File: config.mk
export PLATFORM = sky130hd
export DESIGN_NAME = uart_cmd_link
export DESIGN_NICKNAME = d
export VERILOG_FILES = /design/src/uart_pkg.sv /design/src/cmd_framer.sv /design/src/byte_fifo.sv /design/src/uart_tx.sv /design/src/uart_rx.sv /design/src/uart_cmd_link.sv
export SDC_FILE = /design/constraint.sdc
export NUM_CORES = 1
export LEC_CHECK = 0
export ABC_AREA = 1
export BUFFER_PORTS_ARGS = -buffer_cell sky130_fd_sc_hd__buf_2
export CORE_MARGIN = 10
export CORE_UTILIZATION = 40
export CTS_CLUSTER_DIAMETER = 30
export CTS_CLUSTER_SIZE = 40
export DETAILED_ROUTE_END_ITERATION = 6
export GPL_TIMING_DRIVEN = 0
export REMOVE_ABC_BUFFERS = 1
export SETUP_SLACK_MARGIN = 0.4
export SLEW_MARGIN = 15
export SYNTH_ARGS = -nofsm -noshare
export SYNTH_HDL_FRONTEND = slang
export SYNTH_SLANG_ARGS = --single-unit
File: constraint.sdc
create_clock -name clk -period 2.02 [get_ports clk]
set_clock_uncertainty 0.05 [all_clocks]
set_input_delay 0 -clock clk [delete_from_list [all_inputs] [get_ports clk]]
set_output_delay 0 -clock clk [all_outputs]
set_load 0.01 [all_outputs]
File: src/uart_pkg.sv
`default_nettype none

package uart_pkg;

  // width of the bit-period counters in tx and rx
  localparam int BIT_CNT_W = 16;

  // one data byte on the line
  typedef logic [7:0] byte_t;

  // command word, high byte goes out first
  typedef struct packed {
    byte_t hi;
    byte_t lo;
  } cmd_word_s;

  // receive result; err covers parity and stop faults
  typedef struct packed {
    logic  err;
    byte_t data;
  } rx_result_s;

  typedef enum logic [2:0] {
    TX_IDLE,
    TX_START,
    TX_DATA,
    TX_PARITY,
    TX_STOP
  } tx_state_e;

  typedef enum logic [2:0] {
    RX_IDLE,
    RX_START,
    RX_DATA,
    RX_PARITY,
    RX_STOP
  } rx_state_e;

  typedef enum logic [1:0] {
    FR_IDLE,
    FR_SEND_HI,
    FR_SEND_LO
  } framer_state_e;

endpackage

`default_nettype wire

File: src/cmd_framer.sv
`timescale 1ns/1ps
`default_nettype none

module cmd_framer (
  input  logic                clk,
  input  logic                rst_n,
  input  uart_pkg::cmd_word_s cmd_in,
  input  logic                cmd_vld,
  output logic                cmd_rdy,
  input  logic                free2,
  output logic                wr_en,
  output uart_pkg::byte_t     wr_data
);

  uart_pkg::framer_state_e state;
  uart_pkg::cmd_word_s     cmd_q;
  logic                    accept;

  // only take a word when both bytes fit
  assign cmd_rdy = (state == uart_pkg::FR_IDLE) && free2;
  assign accept  = cmd_vld && cmd_rdy;

  always_ff @(posedge clk or negedge rst_n) begin
    if (!rst_n) begin
      state <= uart_pkg::FR_IDLE;
    end else begin
      case (state)
        uart_pkg::FR_IDLE: begin
          if (accept) begin
            state <= uart_pkg::FR_SEND_HI;
          end
        end
        uart_pkg::FR_SEND_HI: begin
          state <= uart_pkg::FR_SEND_LO;
        end
        uart_pkg::FR_SEND_LO: begin
          state <= uart_pkg::FR_IDLE;
        end
        default: begin
          state <= uart_pkg::FR_IDLE;
        end
      endcase
    end
  end

  // word held while its two bytes go out
  always_ff @(posedge clk) begin
    if (accept) begin
      cmd_q <= cmd_in;
    end
  end

  assign wr_en   = (state == uart_pkg::FR_SEND_HI) || (state == uart_pkg::FR_SEND_LO);
  assign wr_data = (state == uart_pkg::FR_SEND_HI) ? cmd_q.hi : cmd_q.lo;

endmodule

`default_nettype wire

File: src/byte_fifo.sv
`timescale 1ns/1ps
`default_nettype none

module byte_fifo #(
  parameter int DEPTH = 4
) (
  input  logic            clk,
  input  logic            rst_n,
  input  logic            wr_en,
  input  uart_pkg::byte_t wr_data,
  input  logic            rd_en,
  output uart_pkg::byte_t rd_data,
  output logic            empty,
  output logic            free2
);

  localparam int PTR_W = (DEPTH > 1) ? $clog2(DEPTH) : 1;
  localparam int CNT_W = $clog2(DEPTH + 1);

  uart_pkg::byte_t  mem [DEPTH];
  logic [PTR_W-1:0] wr_ptr;
  logic [PTR_W-1:0] rd_ptr;
  logic [CNT_W-1:0] count;

  always_ff @(posedge clk) begin
    if (wr_en) begin
      mem[wr_ptr] <= wr_data;
    end
  end

  // pointers wrap at DEPTH, so any depth works
  always_ff @(posedge clk or negedge rst_n) begin
    if (!rst_n) begin
      wr_ptr <= '0;
      rd_ptr <= '0;
    end else begin
      if (wr_en) begin
        wr_ptr <= (wr_ptr == PTR_W'(DEPTH - 1)) ? '0 : wr_ptr + 1'b1;
      end
      if (rd_en) begin
        rd_ptr <= (rd_ptr == PTR_W'(DEPTH - 1)) ? '0 : rd_ptr + 1'b1;
      end
    end
  end

  always_ff @(posedge clk or negedge rst_n) begin
    if (!rst_n) begin
      count <= '0;
    end else begin
      case ({wr_en, rd_en})
        2'b10: count <= count + 1'b1;
        2'b01: count <= count - 1'b1;
        default: count <= count;
      endcase
    end
  end

  // head entry shown without a read latency
  assign rd_data = mem[rd_ptr];
  assign empty   = (count == '0);
  assign free2   = (count <= CNT_W'(DEPTH - 2));

endmodule

`default_nettype wire

File: src/uart_tx.sv
`timescale 1ns/1ps
`default_nettype none

module uart_tx #(
  parameter int CLKS_PER_BIT = 434,
  parameter int PARITY_EN    = 1
) (
  input  logic            clk,
  input  logic            rst_n,
  input  logic            empty,
  input  uart_pkg::byte_t rd_data,
  output logic            rd_en,
  output logic            tx
);

  localparam int CW = uart_pkg::BIT_CNT_W;
  localparam logic [CW-1:0] LAST_CNT = CW'(CLKS_PER_BIT - 1);

  uart_pkg::tx_state_e state;
  logic [CW-1:0]       bit_cnt;
  logic [2:0]          bit_idx;
  uart_pkg::byte_t     shift;
  logic                par;
  logic                bit_done;

  assign bit_done = (bit_cnt == LAST_CNT);

  // load from idle, or back to back at the end of a stop bit
  assign rd_en = !empty && ((state == uart_pkg::TX_IDLE) ||
                            ((state == uart_pkg::TX_STOP) && bit_done));

  always_ff @(posedge clk) begin
    if (rd_en) begin
      shift <= rd_data;
      // xnor reduction gives odd parity
      par   <= ~^rd_data;
    end else if ((state == uart_pkg::TX_DATA) && bit_done) begin
      shift <= {1'b0, shift[7:1]};
    end
  end

  always_ff @(posedge clk or negedge rst_n) begin
    if (!rst_n) begin
      state   <= uart_pkg::TX_IDLE;
      bit_cnt <= '0;
      bit_idx <= '0;
      tx      <= 1'b1;
    end else if (rd_en) begin
      state   <= uart_pkg::TX_START;
      bit_cnt <= '0;
      tx      <= 1'b0;
    end else if (state != uart_pkg::TX_IDLE) begin
      if (!bit_done) begin
        bit_cnt <= bit_cnt + 1'b1;
      end else begin
        bit_cnt <= '0;
        case (state)
          uart_pkg::TX_START: begin
            state   <= uart_pkg::TX_DATA;
            bit_idx <= '0;
            tx      <= shift[0];
          end
          uart_pkg::TX_DATA: begin
            if (bit_idx != 3'd7) begin
              bit_idx <= bit_idx + 1'b1;
              tx      <= shift[1];
            end else if (PARITY_EN != 0) begin
              state <= uart_pkg::TX_PARITY;
              tx    <= par;
            end else begin
              state <= uart_pkg::TX_STOP;
              tx    <= 1'b1;
            end
          end
          uart_pkg::TX_PARITY: begin
            state <= uart_pkg::TX_STOP;
            tx    <= 1'b1;
          end
          default: begin
            // stop bit done and nothing queued
            state <= uart_pkg::TX_IDLE;
            tx    <= 1'b1;
          end
        endcase
      end
    end
  end

endmodule

`default_nettype wire

File: src/uart_rx.sv
`timescale 1ns/1ps
`default_nettype none

module uart_rx #(
  parameter int CLKS_PER_BIT = 434,
  parameter int PARITY_EN    = 1
) (
  input  logic                 clk,
  input  logic                 rst_n,
  input  logic                 rx,
  output logic                 read_rdy,
  output uart_pkg::rx_result_s read_data
);

  localparam int CW = uart_pkg::BIT_CNT_W;
  localparam logic [CW-1:0] LAST_CNT = CW'(CLKS_PER_BIT - 1);
  localparam logic [CW-1:0] HALF_CNT = CW'(CLKS_PER_BIT / 2 - 1);

  uart_pkg::rx_state_e state;
  logic [CW-1:0]       bit_cnt;
  logic [2:0]          bit_idx;
  uart_pkg::byte_t     shift;
  logic                par_bit;
  logic                rx_meta;
  logic                rx_sync;
  logic                rx_prev;
  logic                fall;
  logic                bit_done;
  logic                half_done;
  logic                par_err;

  // two-flop synchronizer plus one more for edge detection
  always_ff @(posedge clk or negedge rst_n) begin
    if (!rst_n) begin
      rx_meta <= 1'b1;
      rx_sync <= 1'b1;
      rx_prev <= 1'b1;
    end else begin
      rx_meta <= rx;
      rx_sync <= rx_meta;
      rx_prev <= rx_sync;
    end
  end

  assign fall      = rx_prev && !rx_sync;
  assign bit_done  = (bit_cnt == LAST_CNT);
  assign half_done = (bit_cnt == HALF_CNT);
  // data plus parity must hold an odd number of ones
  assign par_err   = (PARITY_EN != 0) && !(^{shift, par_bit});

  always_ff @(posedge clk) begin
    if ((state == uart_pkg::RX_DATA) && bit_done) begin
      shift <= {rx_sync, shift[7:1]};
    end
    if ((state == uart_pkg::RX_PARITY) && bit_done) begin
      par_bit <= rx_sync;
    end
  end

  always_ff @(posedge clk or negedge rst_n) begin
    if (!rst_n) begin
      state     <= uart_pkg::RX_IDLE;
      bit_cnt   <= '0;
      bit_idx   <= '0;
      read_rdy  <= 1'b0;
      read_data <= '0;
    end else begin
      read_rdy <= 1'b0;
      case (state)
        uart_pkg::RX_IDLE: begin
          bit_cnt <= '0;
          if (fall) begin
            state <= uart_pkg::RX_START;
          end
        end
        uart_pkg::RX_START: begin
          if (!half_done) begin
            bit_cnt <= bit_cnt + 1'b1;
          end else begin
            bit_cnt <= '0;
            bit_idx <= '0;
            // glitch, line back high at mid start
            if (rx_sync) begin
              state <= uart_pkg::RX_IDLE;
            end else begin
              state <= uart_pkg::RX_DATA;
            end
          end
        end
        uart_pkg::RX_DATA: begin
          if (!bit_done) begin
            bit_cnt <= bit_cnt + 1'b1;
          end else begin
            bit_cnt <= '0;
            bit_idx <= bit_idx + 1'b1;
            if (bit_idx == 3'd7) begin
              if (PARITY_EN != 0) begin
                state <= uart_pkg::RX_PARITY;
              end else begin
                state <= uart_pkg::RX_STOP;
              end
            end
          end
        end
        uart_pkg::RX_PARITY: begin
          if (!bit_done) begin
            bit_cnt <= bit_cnt + 1'b1;
          end else begin
            bit_cnt <= '0;
            state   <= uart_pkg::RX_STOP;
          end
        end
        default: begin
          if (!bit_done) begin
            bit_cnt <= bit_cnt + 1'b1;
          end else begin
            bit_cnt        <= '0;
            state          <= uart_pkg::RX_IDLE;
            read_rdy       <= 1'b1;
            read_data.data <= shift;
            read_data.err  <= !rx_sync || par_err;
          end
        end
      endcase
    end
  end

endmodule

`default_nettype wire

File: src/uart_cmd_link.sv
`timescale 1ns/1ps
`default_nettype none

module uart_cmd_link #(
  parameter int CLK_HZ     = 50_000_000,
  parameter int BAUD       = 115_200,
  parameter int PARITY_EN  = 1,
  parameter int FIFO_DEPTH = 4
) (
  input  logic                 clk,
  input  logic                 rst_n,
  input  uart_pkg::cmd_word_s  cmd_in,
  input  logic                 cmd_vld,
  output logic                 cmd_rdy,
  input  logic                 rx,
  output logic                 tx,
  output logic                 read_rdy,
  output uart_pkg::rx_result_s read_data
);

  // bit period in clocks, rounded to nearest
  localparam int CLKS_PER_BIT = (CLK_HZ + BAUD / 2) / BAUD;

  logic            wr_en;
  uart_pkg::byte_t wr_data;
  logic            free2;
  logic            empty;
  logic            rd_en;
  uart_pkg::byte_t rd_data;

  cmd_framer u_cmd_framer (
    .clk     (clk),
    .rst_n   (rst_n),
    .cmd_in  (cmd_in),
    .cmd_vld (cmd_vld),
    .cmd_rdy (cmd_rdy),
    .free2   (free2),
    .wr_en   (wr_en),
    .wr_data (wr_data)
  );

  byte_fifo #(
    .DEPTH (FIFO_DEPTH)
  ) u_byte_fifo (
    .clk     (clk),
    .rst_n   (rst_n),
    .wr_en   (wr_en),
    .wr_data (wr_data),
    .rd_en   (rd_en),
    .rd_data (rd_data),
    .empty   (empty),
    .free2   (free2)
  );

  uart_tx #(
    .CLKS_PER_BIT (CLKS_PER_BIT),
    .PARITY_EN    (PARITY_EN)
  ) u_uart_tx (
    .clk     (clk),
    .rst_n   (rst_n),
    .empty   (empty),
    .rd_data (rd_data),
    .rd_en   (rd_en),
    .tx      (tx)
  );

  uart_rx #(
    .CLKS_PER_BIT (CLKS_PER_BIT),
    .PARITY_EN    (PARITY_EN)
  ) u_uart_rx (
    .clk       (clk),
    .rst_n     (rst_n),
    .rx        (rx),
    .read_rdy  (read_rdy),
    .read_data (read_data)
  );

endmodule

`default_nettype wire

==> results.sh, run 1 <==
export IMPL_peakVddDrop_mv=0.9186
export IMPL_yosysTopAreaCell="edfxtp_1"
export IMPL_grtUsageTotal_pct=12.70
export IMPL_final_layout_size_suffix_gt1_share_pct=36.85
export IMPL_initial_core_util_pct=40.90
export IMPL_wire_per_inst_um=13.23
export IMPL_yosysTopAreaCellShare_pct=30.40
export IMPL_gp_congestion=0.8137
export IMPL_fillers=1321
export IMPL_regArea_mm2=0.003677
export IMPL_drc=0
export IMPL_cp_cell_sequence="inv_2, ha_4, nand2_2, inv_2, nand2_2, nor2_1, nand2_1, nand2_2, nand2_4, inv_4, ha_4, fa_2, mux2_4"
export IMPL_post_route_util_pct=57.67
export IMPL_reg2regPathDepth=13
export IMPL_synth_distinct_cells=39
export IMPL_arrival_ns=2.37
export IMPL_core_area_mm2=0.01594
export IMPL_maxCapViolations=0
export IMPL_cp_slowest_stage_delay_ns=0.43
export IMPL_yosysWarningCount=0
export IMPL_yosys_most_used_dff="edfxtp_1"
export IMPL_synth_cells=740
export IMPL_slew_violations=0
export IMPL_slowest_stage="fa_2"
export IMPL_grt_start_max_net_pins=44
export IMPL_status="complete, but fails checks"
export IMPL_antenna_found_initial=0
export IMPL_htree_levels=4
export IMPL_p_total_mw=9.703
export IMPL_cts_tree="yes"
export IMPL_drt_total_wl_um=14380
export IMPL_grt_pass1_wl_um=22910
export IMPL_post_route_min_period_ns=2.114
export IMPL_p_leak_nw=4.031
export IMPL_drt_iter0_markers=268
export IMPL_firstDrtPassIters=4
export IMPL_hp_class="in2async"
export IMPL_timing_final_crit_share_pct=104.7
export IMPL_die_w_um=147.7
export IMPL_r2r_start="u_uart_tx.bit_cnt[1]"
export IMPL_cts_buffers=17
export IMPL_dp_hpwl_um=8303
export IMPL_cts_sinks=133
export IMPL_multi_input_area_mm2=0.003228
export IMPL_synthTopCellsByCount="nand2_1, inv_1, edfxtp_1, dfrtp_1, nor2_1"
export IMPL_postSynthAreaPerCell_um2=8.811
export IMPL_first_global_vias=4947
export IMPL_clk_latency_ns=0.42
export IMPL_grt_overflow=0
export IMPL_ys_ff_latch=133
export IMPL_setup_viol=2
export IMPL_port_buffers=31
export IMPL_crit_path_end_kind="register"
export IMPL_die_area_mm2=0.02181
export IMPL_seq_area_frac_synth_pct=56.19
export IMPL_crit_family="adder cells"
export IMPL_root_buffer="clkbuf_16"
export IMPL_syn_cell_area_mm2=0.006520
export IMPL_clk_pin_slew_ns=0.06
export IMPL_cp_max_fo=2
export IMPL_fin_nets=897
export IMPL_rsz0062_at_grt="yes"
export IMPL_ys_async_sr_fraction_pct=50.38
export IMPL_failed_checks="setup timing"
export IMPL_crit_required_ns=2.28
export IMPL_p_per_area_mw_per_mm2=1055
export IMPL_crit_top_cell="nand2_2"
export IMPL_io_pins=32
export IMPL_die_y_um=147.7
export IMPL_regToRegEndpoint="u_byte_fifo.count[1]"
export IMPL_cp_buffers_inverters=3
export IMPL_slew_headroom_pct=33.15
export IMPL_hold_viol=0
export IMPL_tightest_slew_ns=1.003
export IMPL_setup_slack_ns=-0.09426
export IMPL_cts_max_path_buffers=2
export IMPL_area_growth_pct=41.01
export IMPL_ant_nets=0
export IMPL_vias=5152
export IMPL_path_class="reg2reg"
export IMPL_timing_fmax_ghz=0.4730
export IMPL_vias_per_cell=4.740
export IMPL_rows=46
export IMPL_start_kind="register"
export IMPL_synth_edf_count=66
export IMPL_antenna_cells=0
export IMPL_rrSetupSlack_ns=-0.09
export IMPL_netlist_top_cells_area="edfxtp_1, dfrtp_1, nand2_1"
export IMPL_yosysMostFrequentCell="nand2_1"
-- how the worst max path moves through the flow --
stage | end | slack, ns | start | cells past startpoint
final | u_byte_fifo.count[1] | -0.09 | u_uart_tx.bit_cnt[1] | 13
after global routing | u_byte_fifo.count[1] | -0.18 | u_uart_tx.bit_cnt[3] | 10
after CTS | u_byte_fifo.count[1] | -0.1 | u_uart_tx.bit_cnt[1] | 13
after detailed placement | u_byte_fifo.count[2] | -0.72 | u_uart_tx.bit_cnt[0] | 14
after global placement | u_byte_fifo.count[2] | -0.70 | u_uart_tx.bit_cnt[0] | 14
after floorplan | u_byte_fifo.count[2] | -0.39 | u_uart_tx.bit_cnt[0] | 14
-- area by class of cell --
| type | instances | area share, % |
|---|---|---|
| Sequential cell | 133 | 40.00 |
| Multi-Input combinational cell | 506 | 35.11 |
| Timing Repair Buffer | 110 | 11.35 |
| Clock buffer | 17 | 4.627 |
| Inverter | 89 | 4.151 |
| Tap cell | 216 | 2.940 |
| Clock inverter | 15 | 1.756 |
| Timing Repair inverter | 1 | 0.06805 |
-- layer usage --
layer / routed length, µm / global-route usage, % / share of wire (%) / vias up
li1: - / - / - / 2644
met4: 161 / 5.302 / 1.1 / 0
met3: 470 / 3.297 / 3.3 / 15
met2: 7583 / 21.80 / 53 / 84
met5: 0 / 0 / 0 / -
met1: 6162 / 14.73 / 43 / 2409
-- kinds of logic (layout without fill, tap and decap cells) --
kind of cell | count (synthesis) | count (layout) | synth area share (%)
simple gates | 415 | 417 | 27.06
flops | 133 | 133 | 56.19
buf+inv | 103 | 232 | 6.640
compound gates | 60 | 60 | 4.759
fa+ha+maj | 19 | 19 | 3.761
xor+xnor | 8 | 8 | 1.075
mux | 2 | 2 | 0.5181
-- layout by cell type (no fill, tap or decap), drive strengths merged --
| master | netlist | layout |
|---|---|---|
| a211oi | 1 | 1 |
| a21oi | 15 | 15 |
| a31oi | 3 | 3 |
| and2 | 1 | 1 |
| buf | 11 | 87 |
| bufinv | 0 | 1 |
| clkbuf | 3 | 20 |
| clkinv | 2 | 5 |
| clkinvlp | 0 | 4 |
| dfrtp | 63 | 63 |
| dfstp | 4 | 4 |
| dlygate4sd3 | 0 | 19 |
| dlymetal6s4s | 0 | 1 |
| edfxtp | 66 | 66 |
| fa | 1 | 1 |
| ha | 18 | 18 |
| inv | 87 | 95 |
| mux2 | 1 | 1 |
| mux2i | 1 | 1 |
| nand2 | 257 | 258 |
| nand3 | 50 | 50 |
| nand3b | 1 | 1 |
| nand4 | 13 | 13 |
| nor2 | 64 | 65 |
| nor3 | 24 | 24 |
| nor4 | 2 | 2 |
| o211ai | 1 | 1 |
| o21ai | 39 | 39 |
| o22ai | 1 | 1 |
| or2 | 3 | 3 |
| xnor2 | 3 | 3 |
| xor2 | 5 | 5 |
-- where the power goes --
| group | switching, mW | internal [mW] | leakage [nW] |
|---|---|---|---|
| Clock | 1.31 | 1.75 | 0.288 |
| Sequential | 0.233 | 3.44 | 1.46 |
| Combinational | 1.70 | 1.27 | 2.28 |
-- sequential cells by signal (all words and copies together) (netlist names), 8 cells and up --
register,count
u_byte_fifo.mem,32
u_cmd_framer.cmd_q,16
u_uart_rx.bit_cnt,16
u_uart_rx.read_data,9
u_uart_rx.shift,8
u_uart_tx.bit_cnt,16
u_uart_tx.shift,8
-- stage by stage --
stage | setup slack (ns) | instances | hold slack (ns) | TNS, ns | area (µm²)
after floorplan | -0.3861 | 726 | -0.3456 | -0.7135 | 6424
after global placement | -0.6960 | 973 | 0.05523 | -5.712 | 6849
after detailed placement | -0.7216 | 974 | -0.1153 | -5.820 | 6879
after CTS | -0.09530 | 1064 | 0.04152 | -0.1285 | 8314
after global routing | -0.1808 | 1087 | 0.05035 | -0.3317 | 9194
final | -0.09426 | 1087 | 0.05971 | -0.1334 | 9194
-- repair_timing --
action,4_1_cts,5_1_grt
cloned,2,4
setup endpoints to repair,159,162
hold buffers,20,0
endpoints found under the hold margin,84,0
resized for setup,93,193
buffers inserted,36,19
pin swaps,24,56
Power figures use the tool's default switching activity.
==> run 2: changes to the inputs <==
Settings changed: SYNTH_HIERARCHICAL set to 1.
==> run 2 against run 1 <==
The run still ends with setup timing left. Routed wire length is 0.54% lower. Critical path type unchanged. Cell count decreased by 0.18%. Area after synthesis up 2.4%. Critical path depth is 4 higher. Largest power group is now combinational logic. Register-to-register slack better by 0.04 ns. Non-clock buffer count is the same. Critical endpoint is now u_byte_fifo/count[2]. Combinational power increased by 82%. Die area increased by 2.1%. Fmax increased by 1.9%. Clock-buffer cell count stayed put.
==> results.sh, run 2 <==
export IMPL_yosysTopAreaCell="edfxtp_1"
export IMPL_cts_max_path_buffers=2
export IMPL_cts_buffers=17
export IMPL_dp_cells=971
export IMPL_rows=47
export IMPL_fin_nets=891
export IMPL_timing_fmax_ghz=0.4820
export IMPL_final_layout_size_suffix_gt1_share_pct=35.03
export IMPL_pre_cts_ws_ns=-0.5647
export IMPL_hp_class="in2async"
export IMPL_sequentialPowerShare_pct=32.8
export IMPL_cp_max_fo=2
export IMPL_antenna_found_initial=0
export IMPL_final_cell_mix="nand2_1, inv_1, edfxtp_1"
export IMPL_synth_cells=731
export IMPL_failed_checks="setup timing"
export IMPL_die_area_mm2=0.02225
export IMPL_yosys_most_used_dff="edfxtp_1"
export IMPL_timing_hold_ws_ns=0.09094
export IMPL_grt_overflow=0
export IMPL_setup_viol=3
export IMPL_area_growth_pct=36.76
export IMPL_status="complete, but fails checks"
export IMPL_clk_pin_slew_ns=0.06
export IMPL_postSynthAreaPerCell_um2=9.132
export IMPL_antenna_cells=0
export IMPL_die_w_um=149.2
export IMPL_root_buffer="clkbuf_16"
export IMPL_vias_per_cell=4.711
export IMPL_yosysWarningCount=6
export IMPL_power_switching_mw=4.689
export IMPL_grt_start_max_net_pins=45
export IMPL_ys_ff_latch=133
export IMPL_slew_headroom_pct=32.47
export IMPL_post_route_min_period_ns=2.075
export IMPL_crit_path_end_kind="register"
export IMPL_peakVddDrop_mv=0.9281
export IMPL_firstDrtPassIters=4
export IMPL_arrival_ns=2.34
export IMPL_fillers=1411
export IMPL_hold_viol=0
export IMPL_io_pins=32
export IMPL_p_sw_share_pct=37.18
export IMPL_ant_nets=0
export IMPL_setup_tns_final_ns=-0.09401
export IMPL_cts_sinks=133
export IMPL_synthTopCellsByCount="nand2_1, inv_1, edfxtp_1, dfrtp_1, nor2_1"
export IMPL_combPwrFrac_pct=43.0
export IMPL_dp_hpwl_um=8371
export IMPL_grtUsageTotal_pct=12.90
export IMPL_regArea_mm2=0.003674
export IMPL_first_global_vias=5019
export IMPL_largest_register="u_byte_fifo/mem"
export IMPL_seq_area_frac_synth_pct=54.88
export IMPL_path_class="reg2reg"
export IMPL_rsz0062_at_grt="yes"
export IMPL_drc=0
export IMPL_p_leak_nw=4.056
export IMPL_port_buffers=31
export IMPL_gp_congestion=0.8145
export IMPL_setup_slack_ns=-0.05469
export IMPL_yosysMostFrequentCell="nand2_1"
export IMPL_multi_input_area_mm2=0.003032
export IMPL_maxCapViolations=0
export IMPL_wire_per_inst_um=13.18
export IMPL_largest_reg_flops=32
export IMPL_netlist_top_cells_area="edfxtp_1, dfrtp_1, nand2_1"
export IMPL_rrSetupSlack_ns=-0.05
export IMPL_tightest_slew_ns=1.013
export IMPL_synth_distinct_cells=38
export IMPL_crit_required_ns=2.28
export IMPL_layout_commonest_cell="nand2_1"
export IMPL_post_route_util_pct=55.44
export IMPL_htree_levels=4
export IMPL_grt_pass1_wl_um=23390
export IMPL_ys_async_sr_fraction_pct=50.38
export IMPL_die_y_um=149.2
export IMPL_syn_cell_area_mm2=0.006675
export IMPL_p_int_mw=7.923
export IMPL_core_area_mm2=0.01647
export IMPL_synth_edf_count=66
export IMPL_cts_tree="yes"
export IMPL_clk_latency_ns=0.43
export IMPL_initial_core_util_pct=40.54
export IMPL_start_kind="register"
export IMPL_clockPowerShare_pct=24.2
export IMPL_vias=5111
export IMPL_stdcell_count=1085
export IMPL_timing_final_crit_share_pct=102.7
export IMPL_drt_iter0_markers=192
export IMPL_slew_violations=0
export IMPL_yosysTopAreaCellShare_pct=29.69
export IMPL_drt_total_wl_um=14300
export IMPL_p_per_area_mw_per_mm2=1382
==> run 2: cell types whose count changed after synthesis, sizes merged, moves of 6 or more <==
cell | before | now
a21oi | 15 | 7
inv | 87 | 113
nand2 | 257 | 226
nand3 | 50 | 36
nor2 | 64 | 74
nor3 | 24 | 11
o211ai | 1 | 17
xnor2 | 3 | 9
xor2 | 5 | 15
==> run 2: cells by family (layout without fill, tap and decap cells) <==
| family | Yosys count | count (layout) | synth area share (%) |
|---|---|---|---|
| simple gates | 367 | 367 | 24.07 |
| compound gates | 63 | 63 | 6.092 |
| fa+ha+maj | 19 | 19 | 3.674 |
| flops | 133 | 133 | 54.88 |
| xor+xnor | 24 | 24 | 3.149 |
| buf+inv | 125 | 259 | 8.135 |
==> run 2: metal layers <==
metal,GRT usage (%),vias to the layer above,routed length (µm)
met5,0,-,0
met4,4.907,0,201
met3,4.157,16,437
met2,21.02,60,7358
met1,15.58,2444,6303
li1,-,2591,-
==> run 2: worst paths after layout <==
| check | cells after the start | from | to |
|---|---|---|---|
| worst max-delay path | 17 | u_uart_tx/bit_cnt[1] | u_byte_fifo/count[2] |
| worst min-delay path | 2 | rst_n | u_uart_rx/rx_sync |
| worst max register to register | 17 | u_uart_tx/bit_cnt[1] | u_byte_fifo/count[2] |
| worst min register to register | 0 | u_uart_rx/rx_meta | u_uart_rx/rx_sync |
| max in group asynchronous | 3 | rst_n | u_byte_fifo/rd_ptr[1] |
| min in group clk | 2 | rx | u_uart_rx/rx_meta |
==> run 2: timing repair <==
item                                   CTS  global route
cloned                                   4             3
setup buffers                           35            20
setup endpoints to repair              142           145
pin swaps                               13            49
resized for setup                       86           137
hold buffers                            20             0
endpoints found under the hold margin   84             0
==> run 2: final cells by class <==
cell class / count / area share (%)
Clock buffer: 17 / 4.660
Timing Repair Buffer: 110 / 11.46
Tap cell: 220 / 3.015
Multi-Input combinational cell: 473 / 33.21
Clock inverter: 15 / 1.741
Sequential cell: 133 / 40.24
Inverter: 113 / 5.236
Timing Repair inverter: 4 / 0.4386
==> run 2: metrics by stage <==
step / instance area, µm² / power, mW
after floorplan: 6556 / 6.411
after detailed placement: 7017 / 7.147
after CTS: 8422 / 11.39
after global placement: 6987 / 7.088
after global routing: 9129 / 13.40
final: 9129 / 12.61
==> run 2: critical path: stages, from the launching register on <==
cell,delay [ns]
dfrtp_1,0.38
inv_2,0.08
ha_4,0.13
nand2_2,0.04
inv_2,0.05
nand2_2,0.06
nor2_4,0.10
nand2_2,0.06
nand2_2,0.08
nand2_4,0.07
clkinv_4,0.06
ha_4,0.13
inv_2,0.04
fa_2,0.38
nand2_2,0.09
nand3_2,0.06
nand2_1,0.06
nand2_1,0.04
==> run 2: power by group through the flow <==
stage | logic [mW] | clock network (mW) | registers [mW]
2_1_floorplan | 2.39 | 0 | 4.02
3_3_place_gp | 2.99 | 0 | 4.10
3_5_place_dp | 3.04 | 0 | 4.11
4_1_cts | 4.16 | 3.12 | 4.11
5_1_grt | 5.94 | 3.26 | 4.21
6_report | 5.42 | 3.05 | 4.14
